==> src/bench/program.hex <==
// one 16-bit instruction or immediate word per entry, from address 0
// word layout: opcode[15:11] rs[10:8] rd[7:5] shamt[4:0], ldm immediate in the next word
// 0: ldm r1,5  ldm r2,3  add r1,r2  sub r1,r2  and r2,r1  or r2,r1  mov r3,r2  add r3,r1  out r3
6820 0005 6840 0003 3a20 4220 4940 5140 3260 3960 2860
// 11: ldm r4,00f3  shl r4,4  shr r4,2  not r4  inc r4  out r4
6880 00f3 5884 6082 1080 1880 2880
// 18: ldm r5,40  std r4 to [r5]  ldd r6 from [r5]  inc r6 (load-use)  out r6
68a0 0040 7d80 75c0 18c0 28c0
// 24: ldm r7,1f  jz r7 (z clear)  sub r6,r6  jz r7 (taken)  out r1  out r2 (flushed)
68e0 001f 80e0 46c0 80e0 2820 2840
// 31: out r6
28c0
// 32: ldm r7,25  jmp r7  out r1  out r2 (flushed)
68e0 0025 88e0 2820 2840
// 37: in r0  out r0  setc  add r0,r0  out r0
2000 2800 0800 3800 2800
// 42: ldm r7,2c  jmp r7 onto itself, then padding
68e0 002c 88e0 0000 0000

==> src/design/cpu_pkg.sv <==
package cpu_pkg;

    typedef logic [15:0] word_t;     // data and instruction word
    typedef logic [2:0]  reg_addr_t;
    typedef logic [4:0]  shamt_t;
    typedef logic [15:0] addr_t;
    typedef logic [2:0]  flags_t;    // {carry, negative, zero}

    // instruction word: opcode[15:11] rs[10:8] rd[7:5] shamt[4:0]
    typedef enum logic [4:0] {
        op_nop  = 5'd0,
        op_setc = 5'd1,
        op_not  = 5'd2,
        op_inc  = 5'd3,
        op_in   = 5'd4,
        op_out  = 5'd5,
        op_mov  = 5'd6,
        op_add  = 5'd7,
        op_sub  = 5'd8,
        op_and  = 5'd9,
        op_or   = 5'd10,
        op_shl  = 5'd11,
        op_shr  = 5'd12,
        op_ldm  = 5'd13,   // immediate in the following word
        op_ldd  = 5'd14,
        op_std  = 5'd15,
        op_jz   = 5'd16,
        op_jmp  = 5'd17
    } opcode_t;

    localparam int imem_depth = 256;
    localparam int dmem_depth = 256;
    localparam int num_regs   = 8;

    localparam int imem_aw = $clog2(imem_depth);
    localparam int dmem_aw = $clog2(dmem_depth);

    // bit positions inside flags_t
    localparam int flag_z = 0;
    localparam int flag_n = 1;
    localparam int flag_c = 2;

endpackage

==> src/design/fetch_stage.sv <==
`timescale 1ns/1ns

module fetch_stage (
    input  logic           clk,
    input  logic           arst_n,
    input  logic           stall,
    input  logic           jump_taken,
    input  cpu_pkg::addr_t jump_target,
    output cpu_pkg::word_t instr,
    output cpu_pkg::word_t imm,
    output cpu_pkg::addr_t instr_pc
);
    import cpu_pkg::*;

    word_t imem [imem_depth];
    addr_t pc;
    addr_t pc_inc;
    word_t cur_word;
    word_t next_word;
    logic  is_ldm;

    initial begin
        $readmemh("/design/src/bench/program.hex", imem);
    end

    // both words read every cycle, second one only matters for ldm
    assign pc_inc    = pc + 16'd1;
    assign cur_word  = imem[pc[imem_aw-1:0]];
    assign next_word = imem[pc_inc[imem_aw-1:0]];
    assign is_ldm    = (cur_word[15:11] == op_ldm);

    always_ff @(posedge clk or negedge arst_n) begin
        if (!arst_n) begin
            pc <= '0;
        end else if (jump_taken) begin
            pc <= jump_target;
        end else if (!stall) begin
            pc <= is_ldm ? pc + 16'd2 : pc_inc;   // skip over the immediate
        end
    end

    // fetch/decode register
    always_ff @(posedge clk or negedge arst_n) begin
        if (!arst_n) begin
            instr <= {op_nop, 11'd0};
        end else if (jump_taken) begin
            instr <= {op_nop, 11'd0};   // squash wrong-path fetch
        end else if (!stall) begin
            instr <= cur_word;
        end
    end

    always_ff @(posedge clk) begin
        if (!stall) begin
            imm      <= next_word;
            instr_pc <= pc;
        end
    end

    // load-use stall and taken jump come from different ops in execute
    assert property (@(posedge clk) disable iff (!arst_n)
        !(stall && jump_taken))
        else $error("stall and jump in the same cycle");

endmodule

==> config.mk <==
export PLATFORM = sky130hd
export DESIGN_NAME = fetch_stage
export DESIGN_NICKNAME = d
export VERILOG_FILES = /design/src/design/cpu_pkg.sv /design/src/design/fetch_stage.sv
export SDC_FILE = /design/constraint.sdc
export NUM_CORES = 1
export LEC_CHECK = 0
export BUFFER_PORTS_ARGS = -buffer_cell sky130_fd_sc_hd__buf_4
export CAP_MARGIN = 5
export CORE_ASPECT_RATIO = 1.4
export CORE_MARGIN = 1.5
export CORE_UTILIZATION = 47
export CTS_CLUSTER_DIAMETER = 150
export DETAILED_ROUTE_END_ITERATION = 8
export PLACE_DENSITY = 0.76
export SLEW_MARGIN = 20
export SYNTH_ARGS = -nofsm -noshare
export SYNTH_HDL_FRONTEND = slang
export SYNTH_SLANG_ARGS = --single-unit
==> constraint.sdc <==
create_clock -name clk -period 2 [get_ports clk]
set_input_delay 0.5 -clock clk [delete_from_list [all_inputs] [get_ports clk]]
set_output_delay 0.5 -clock clk [all_outputs]
set_load 0.01 [all_outputs]
==> out/results.tsv <==
metric	value	unit
status	finished clean	
clk_latency	0.28	ns
ir_drop	508	uV
hold_viol	0	
track_usage	16.6	%
wl	2820	um
die_area	3870	um2
hp-class	in -> async	
cts_max_path_buffers	2	
end_kind	flop	
rr_startpoint	pc[3]$_DFFE_PN0P_	
drive_above_1_share	24.0	%
n_fill_cell	317	
dp_hpwl	2040	um
synth_area_per_cell	11.3	um2
pin_count	68	
cts_buffers	5	
grt_antenna_before_repair	0	
drv_slew	0	
critPathLaunchType	flop	
grt_max_degree	33	
setup_viol	0	
rows	25	
synth_seq_area_share	53.6	%
fin_skew	0.00437	ns
die_w	53.0	um
coreArea	3350	um2
synthCells	146	
cp_max_fo	7	
cts_setup_buffers	0	
start_util	49.1	%
synth_enable_flop_cells	16	
fin_cells	223	
yosysTopAreaCellShare	29.2	%
yosysWarnings	0	
rsz0062_at_grt	no	
ff2ff_path_depth	4	
drt-pass1-iter-count	4	
synth-async-reset-ratio	50.0	%
antenna_cells	0	
clk_pin_slew_worst_paths	0.06	ns
yosysMostFrequentCell	buf_4	
cts-root-buf	clkbuf_8	
synthesis.area	1640	um2
timing.fmax	633	MHz
htree_levels	2	
final_antenna_net_count	0	
cp.arrival	1.75	ns
setup_ws	0.421	ns
place.gp.congestion	0.797	
fp.dieH	73.0	um
synth_top_cells_by_count	32 x buf_4, 17 x nand2_1, 16 x dfrtp_1, 16 x edfxtp_1, 13 x o21ai_0	
max_cap_violations	0	
p_leak	0.825	nW
cts_resized	0	
worst_slew_pin_slew	0.633	ns
place_ws	0.255	ns
rr_endpoint	pc[15]$_DFFE_PN0P_	
route.vias.total	1089	
grt_pass1_wl	4420	um
syn_to_final_growth	14.5	%
synthFlopType	edfxtp_1	
port_buffers	35	
cts_tree	yes	
fin_tns_setup	0	ns
cts.sinks	32	
synth_area_leader_cell	edfxtp_1	
finalNetCount	204	
crit_type	reg -> reg	
drt-initial-drc-count	25	
grt_overflow	0	
placed_cells_incl_taps	216	
drc	0	
worstPathRequired	2.17	ns
synth-seq-cells	32	
cts_hold_buffers	0	
r2r_slack	0.42	ns
grt_pass1_vias	985	
relSlewSlack	57.8	%
period_share	79.0	%
fin_crit	1.58	ns
power.density	773	nW/um2
wl_per_cell	12.7	um
synthDistinctLibCells	28	
vias_per_cell	4.88	
synth.area.top_cells	edfxtp_1 29%, dfrtp_1 24%, buf_4 15%	
-- critical path, cell delays in order, from the launching register on --
cell     delay [ns]
dfrtp_1        0.45
and4_1         0.34
nand3_4        0.11
o31a_1         0.30
o31a_1         0.27
-- metal layers --
layer	track usage, %	share of wire [%]	up-vias
li1	-	-	513
met1	17.6	36	514
met2	27.8	55	58
met3	6.15	7.6	4
met4	9.40	1.5	0
met5	0	0	-
-- layout by cell type (no fill, tap or decap), types with 2 or more instances in the layout --
cell type	Yosys	routed
buf_4	32	36
conb_1	1	32
nand2_1	17	17
edfxtp_1	16	16
dfrtp_1	16	16
o21ai_0	13	13
xor2_1	9	9
nand4_1	5	5
clkbuf_8	0	5
xnor2_1	4	4
o31a_1	4	4
nor4_1	3	3
nand3_1	3	3
inv_1	2	2
nand4b_1	2	2
nand2b_1	2	2
or3_1	2	2
clkinv_1	0	2
-- state kept, by name, indices dropped and copies added, names as in the netlist --
signal	flops
pc	16
instr_pc	16
-- logic make-up (layout without fill, tap and decap cells) --
family,Yosys count,after routing,share of synthesized area [%]
AO/OA/AOI/OAI,18,18,6.39
other,1,32,0.228
flip-flops,32,32,53.6
multiplexers,1,1,0.609
XOR/XNOR,13,13,6.93
AND/OR/NAND/NOR,41,41,14.4
buffers and inverters,39,45,17.1
adder cells (fa/ha/maj),1,1,0.761
-- power breakdown --
group	total [mW]	internal, mW	switching [mW]
clock	0.438	0.229	0.210
sequential	0.817	0.760	0.0562
combinational	0.200	0.0936	0.106
total	1.45	1.08	0.372
-- worst max-delay path by stage --
stage,start,to,cells after the start
final,pc[3]$_DFFE_PN0P_,pc[15]$_DFFE_PN0P_,4
after global routing,pc[0]$_DFFE_PN0P_,pc[14]$_DFFE_PN0P_,5
after CTS,pc[3]$_DFFE_PN0P_,pc[15]$_DFFE_PN0P_,4
after detailed placement,stall,pc[15]$_DFFE_PN0P_,5
after global placement,stall,pc[15]$_DFFE_PN0P_,5
after floorplan,stall,pc[15]$_DFFE_PN0P_,6
-- through the flow --
step	power (mW)	util [%]	hold slack, ns	area (um2)
3_5_place_dp	1.03	54.0	0.372	1810
5_1_grt	1.54	56.3	0.0712	1880
4_1_cts	1.47	56.3	0.0717	1880
3_3_place_gp	1.02	54.0	0.373	1810
2_1_floorplan	0.977	-	0.204	1760
6_report	1.45	56.3	0.0694	1880
-- layout make-up --
| cell class | count | area, um2 | area share (%) |
|---|---|---|---|
| repair buffers | 36 | 270 | 14.4 |
| multi-input cells | 106 | 598 | 31.8 |
| clock inverters | 2 | 7.51 | 0.399 |
| well taps | 40 | 50.0 | 2.66 |
| inverters | 2 | 7.51 | 0.399 |
| clock buffers | 5 | 68.8 | 3.65 |
| flip-flops and latches | 32 | 881 | 46.8 |
Power figures use the tool's default switching activity.
