**src/design/cpu_pkg.sv**
```systemverilog
package cpu_pkg;

    typedef logic [15:0] word_t;     // data and instruction word
    typedef logic [2:0]  reg_addr_t;
    typedef logic [4:0]  shamt_t;
    typedef logic [15:0] addr_t;
    typedef logic [2:0]  flags_t;    // {carry, negative, zero}

    // instruction word: opcode[15:11] rs[10:8] rd[7:5] shamt[4:0]
    typedef enum logic [4:0] {
        op_nop  = 5'd0,
        op_setc = 5'd1,
        op_not  = 5'd2,
        op_inc  = 5'd3,
        op_in   = 5'd4,
        op_out  = 5'd5,
        op_mov  = 5'd6,
        op_add  = 5'd7,
        op_sub  = 5'd8,
        op_and  = 5'd9,
        op_or   = 5'd10,
        op_shl  = 5'd11,
        op_shr  = 5'd12,
        op_ldm  = 5'd13,   // immediate in the following word
        op_ldd  = 5'd14,
        op_std  = 5'd15,
        op_jz   = 5'd16,
        op_jmp  = 5'd17
    } opcode_t;

    localparam int imem_depth = 256;
    localparam int dmem_depth = 256;
    localparam int num_regs   = 8;

    localparam int imem_aw = $clog2(imem_depth);
    localparam int dmem_aw = $clog2(dmem_depth);

    // bit positions inside flags_t
    localparam int flag_z = 0;
    localparam int flag_n = 1;
    localparam int flag_c = 2;

endpackage

```
**src/design/decode_stage.sv**
```systemverilog
`timescale 1ns/1ns

module decode_stage (
    input  logic              clk,
    input  logic              arst_n,
    input  cpu_pkg::word_t    instr,
    input  cpu_pkg::word_t    imm,
    input  logic              flush,
    input  cpu_pkg::reg_addr_t ex_rd,
    input  logic              ex_mem_read,
    input  logic              wb_we,
    input  cpu_pkg::reg_addr_t wb_rd,
    input  cpu_pkg::word_t    wb_data,
    output logic              stall,
    output cpu_pkg::opcode_t  op,
    output cpu_pkg::reg_addr_t rs,
    output cpu_pkg::reg_addr_t rd,
    output cpu_pkg::word_t    rs_val,
    output cpu_pkg::word_t    rd_val,
    output cpu_pkg::word_t    imm_q,
    output cpu_pkg::shamt_t   shamt,
    output logic              reg_we,
    output logic              mem_read,
    output logic              mem_write
);
    import cpu_pkg::*;

    word_t     regs [num_regs];
    opcode_t   op_d;
    reg_addr_t rs_d;
    reg_addr_t rd_d;
    shamt_t    shamt_d;
    word_t     rs_read;
    word_t     rd_read;
    logic      we_d;
    logic      rd_mem_d;
    logic      wr_mem_d;
    logic      uses_rs;
    logic      uses_rd;

    assign op_d    = opcode_t'(instr[15:11]);
    assign rs_d    = instr[10:8];
    assign rd_d    = instr[7:5];
    assign shamt_d = instr[4:0];

    always_ff @(posedge clk) begin
        if (wb_we) begin
            regs[wb_rd] <= wb_data;
        end
    end

    // same-cycle write is visible to the read
    assign rs_read = (wb_we && wb_rd == rs_d) ? wb_data : regs[rs_d];
    assign rd_read = (wb_we && wb_rd == rd_d) ? wb_data : regs[rd_d];

    always_comb begin
        we_d     = 1'b0;
        rd_mem_d = 1'b0;
        wr_mem_d = 1'b0;
        uses_rs  = 1'b0;
        uses_rd  = 1'b0;
        case (op_d)
            op_not, op_inc, op_shl, op_shr: begin
                we_d    = 1'b1;
                uses_rd = 1'b1;
            end
            op_in, op_ldm: we_d = 1'b1;
            op_mov: begin
                we_d    = 1'b1;
                uses_rs = 1'b1;
            end
            op_add, op_sub, op_and, op_or: begin
                we_d    = 1'b1;
                uses_rs = 1'b1;
                uses_rd = 1'b1;
            end
            op_ldd: begin
                we_d     = 1'b1;
                rd_mem_d = 1'b1;
                uses_rs  = 1'b1;   // address
            end
            op_std: begin
                wr_mem_d = 1'b1;
                uses_rs  = 1'b1;
                uses_rd  = 1'b1;   // store data
            end
            op_out, op_jz, op_jmp: uses_rd = 1'b1;
            default: ;
        endcase
    end

    // load result not ready for the next instruction
    assign stall = ex_mem_read &&
                   ((uses_rs && ex_rd == rs_d) || (uses_rd && ex_rd == rd_d));

    // decode/execute register, bubble on flush or stall
    always_ff @(posedge clk or negedge arst_n) begin
        if (!arst_n) begin
            op        <= op_nop;
            reg_we    <= 1'b0;
            mem_read  <= 1'b0;
            mem_write <= 1'b0;
        end else if (flush || stall) begin
            op        <= op_nop;
            reg_we    <= 1'b0;
            mem_read  <= 1'b0;
            mem_write <= 1'b0;
        end else begin
            op        <= op_d;
            reg_we    <= we_d;
            mem_read  <= rd_mem_d;
            mem_write <= wr_mem_d;
        end
    end

    always_ff @(posedge clk) begin
        rs     <= rs_d;
        rd     <= rd_d;
        rs_val <= rs_read;
        rd_val <= rd_read;
        imm_q  <= imm;
        shamt  <= shamt_d;
    end

    assert property (@(posedge clk) disable iff (!arst_n)
        wb_we |-> !$isunknown(wb_rd))
        else $error("register write to an unknown index");

endmodule

```
**config.mk**
```make
export PLATFORM = sky130hd
export DESIGN_NAME = decode_stage
export DESIGN_NICKNAME = d
export VERILOG_FILES = /design/src/design/cpu_pkg.sv /design/src/design/decode_stage.sv
export SDC_FILE = /design/constraint.sdc
export NUM_CORES = 1
export LEC_CHECK = 0
export BUFFER_PORTS_ARGS = -buffer_cell sky130_fd_sc_hd__buf_2
export CAP_MARGIN = 40
export CORE_ASPECT_RATIO = 1.4
export CORE_MARGIN = 2
export CORE_UTILIZATION = 23
export CTS_CLUSTER_DIAMETER = 50
export DETAILED_ROUTE_END_ITERATION = 8
export MAX_ROUTING_LAYER = met4
export PLACE_DENSITY = 0.52
export SETUP_SLACK_MARGIN = 0.02
export SLEW_MARGIN = 20
export SYNTH_ARGS = -nofsm -noshare
export SYNTH_HDL_FRONTEND = slang
export SYNTH_SLANG_ARGS = --single-unit
```
**constraint.sdc**
```tcl
create_clock -name clk -period 1.89 [get_ports clk]
set_input_delay 0.378 -clock clk [delete_from_list [all_inputs] [get_ports clk]]
set_output_delay 0.378 -clock clk [all_outputs]
set_load 0.05 [all_outputs]
```
==> summary.txt <==
Status - finished with violations
Failing checks - setup timing
Initial antenna violation count - 1
GP Congestion - 0.748
Yosys top cell by area - edfxtp_1
Worst min path class - primary input to flop
Net Sw Frac - 25.6%
Tmin final - 2.38 ns
Layout cells sized above 1 - 60.3%
Top Ports - 127
PD cells - 945 nW/µm²
Final Instance Area - 9360 µm²
Syn Nets - 386
CTS sink count - 163
Yosys top cell area share - 56.8%
Most common cell after layout, fill and taps aside - edfxtp_1
Final WL - 17600 µm
H-tree Lvls - 4
First-pass GRT wire length - 26300 µm
Relative slew slack - 67.1%
Slowest CP cell - mux4_2
Cell chain of the critical path - buf_12 -> mux4_2 -> mux2_4 -> buf_6
Largest net degree at the start of global routing - 21
Fin nets - 552
Leak - 0.00342 µW
Maxcap violations - 0
Root Driver - clkbuf_16
CTS buffer count - 17
Die Height - 207 µm
Post-synthesis adder-cell area fraction - 0%
ANT nets after route - 0
Die ar. - 30800 µm²
FF+latch count, synth - 163
Tcrit/Tclk final - 126%
Drt pass-1 iters - 4
Iter 0 DRT Violations - 271
Commonest cells after routing, fill and taps aside - edfxtp_1 (128), buf_2 (89), mux4_2 (64)
Critical path buffer and inverter count - 2
GRT Total Usage - 12.2%
Worst path max stage delay - 0.54 ns
Max Clk Rate - 0.420 GHz
Placed instance area - 8400 µm²
Core Rows - 74
P&R area growth vs syn - 38.2%
Internal - 6580 µW
Initial Utilization - 23.3%
Final worst setup slack - -0.491 ns
CP Capture Type - output pin
Cells after Synth - 327
Slew Limit Fails - 0
Final Hold Vio Count - 0
Netlist cell types - 29
CTS clk-pin slew, worst paths - 0.06 ns
Post-synthesis mux area share - 26.6%
Routed vias - 3847
Hpwl dp - 11700 µm
Max FO, Critical Path - 8
Largest delay contributor family on the critical path - multiplexers
CTS tree - yes
Critical Path RT - 1.51 ns
Crit path arrival time - 2.00 ns
Die W - 149 µm
IO buf count - 126
Largest family of logic cells by synthesized area - multiplexers
Total gr overflow - 0
RSZ-0062 raised after global routing - yes
Reg power frac - 45.9%
CTS Buffer Depth - 2
Routed wire length per instance - 19.8 µm
Synth area leaders - edfxtp_1 (57%), mux4_2 (21%), dfxtp_1 (8.0%)
Worst slack, placed - -0.154 ns
Post-synthesis compound-gate area fraction - 1.05%
Vias in the first global route - 4337
Comb pwr share - 16.0%
Post-synthesis sequential area ratio - 67.7%
Core Area - 29100 µm²
YS warnings - 0
Vias per cell - 4.34
Clock power share - 38.0%
Post-Synth Simple-Gate Area - 2.59%
Syn Std Cell Area - 6770 µm²
Mapped Avg Cell Area - 20.7 µm²
Actual slew at the worst max-slew pin - 0.491 ns
Peak VDD IR - 550 µV
NetSw - 2270 µW
Final setup fails - 33
Post-Synth XOR/XNOR Area - 0.776%
CP Class - flop to output pin
Crit start category - flop
DR DRC count - 0
-- power groups by stage --
stage / clock network, µW / registers (µW) / logic (µW)
3_3_place_gp: 0 / 4130 / 1260
2_1_floorplan: 0 / 4250 / 767
3_5_place_dp: 0 / 4140 / 1280
6_report: 3370 / 4060 / 1420
5_1_grt: 3610 / 4070 / 1490
4_1_cts: 3490 / 4060 / 1460
-- kinds of logic after synthesis --
group | after synthesis
muxes | 96
DFF | 163
xor gates and xnor gates | 6
and+or+nand+nor | 33
AOI/OAI and AO/OA | 8
buffers and inverters | 21
-- routing by layer --
metal  share of wire [%]  global-route usage [%]  wire length [µm]  up-vias
met5                   0                       -                 0        -
met4                 1.2                    3.74               206        0
met3                 5.4                    3.96               953       12
met2                  56                    22.1              9920      120
met1                  37                    12.2              6500     2015
li1                    -                       -                 -     1700
-- through the flow --
step / std cells / utilization, % / setup TNS, ns / hold WS, ns / total power (µW)
2_1_floorplan: 327 / - / -2.55 / 0.0824 / 5020
6_report: 887 / 32.2 / -14.62 / 0.0550 / 8850
3_5_place_dp: 843 / 28.9 / -2.83 / 0.226 / 5420
5_1_grt: 887 / 32.2 / -16.94 / 0.0292 / 9180
4_1_cts: 890 / 32.5 / -16.96 / 0.0275 / 9010
3_3_place_gp: 843 / 28.9 / -2.36 / 0.219 / 5390
-- area by class of cell --
| cell class | count | area (µm²) |
|---|---|---|
| Fill cell | 2812 | 19700 |
| Clock buffer | 17 | 425 |
| Tap cell | 380 | 475 |
| Inverter | 3 | 11.3 |
| Multi-Input combinational cell | 143 | 2240 |
| Timing Repair Buffer | 165 | 1460 |
| Antenna cell | 1 | 2.50 |
| Clock inverter | 15 | 153 |
| Sequential cell | 163 | 4600 |
-- timing repair --
item / CTS / global route
cloned: 4 / 0
buffers inserted: 10 / 0
pin swaps: 4 / 0
hold buffers: 1 / 0
endpoints found under the setup margin: 33 / 35
hold endpoints to repair: 8 / 0
resized for setup: 79 / 8
-- synthesized netlist by cell type --
cell	instances
or4_1	1
mux2_2	32
edfxtp_1	128
a221oi_2	1
xnor2_1	6
mux4_2	64
nor4_1	1
nor3b_1	3
or3b_1	1
nand4_1	1
a211o_1	1
a21boi_0	1
clkbuf_1	10
inv_1	3
o22a_1	1
buf_2	6
nand3_1	1
nor3_1	7
dfxtp_1	27
nor2_1	9
buf_1	2
nor3_2	1
o31ai_2	1
nand2_1	4
dfrtp_1	8
nand2b_1	4
o2111ai_1	1
o21ai_1	1
o21ai_0	1
-- final timing paths --
check / startpoint / slack, ns / to / cells after the start
min in group asynchronous: arst_n / 0.32 / op[4]$_DFF_PN0_ / 2
worst max-delay path: rs[0]$_DFF_P_ / -0.49 / rs_val[1] / 4
worst min-delay path: imm[2] / 0.06 / imm_q[2]$_DFF_P_ / 1
max in group asynchronous: arst_n / 1.40 / mem_write$_DFF_PN0_ / 2
-- registers in the layout (all words and copies together), names as in the netlist --
signal / flops
shamt: 5
imm_q: 16
rs: 3
regs: 128
rd: 3
mem_write: 1
op: 5
reg_we: 1
mem_read: 1
(Power assumes the default switching activity.)
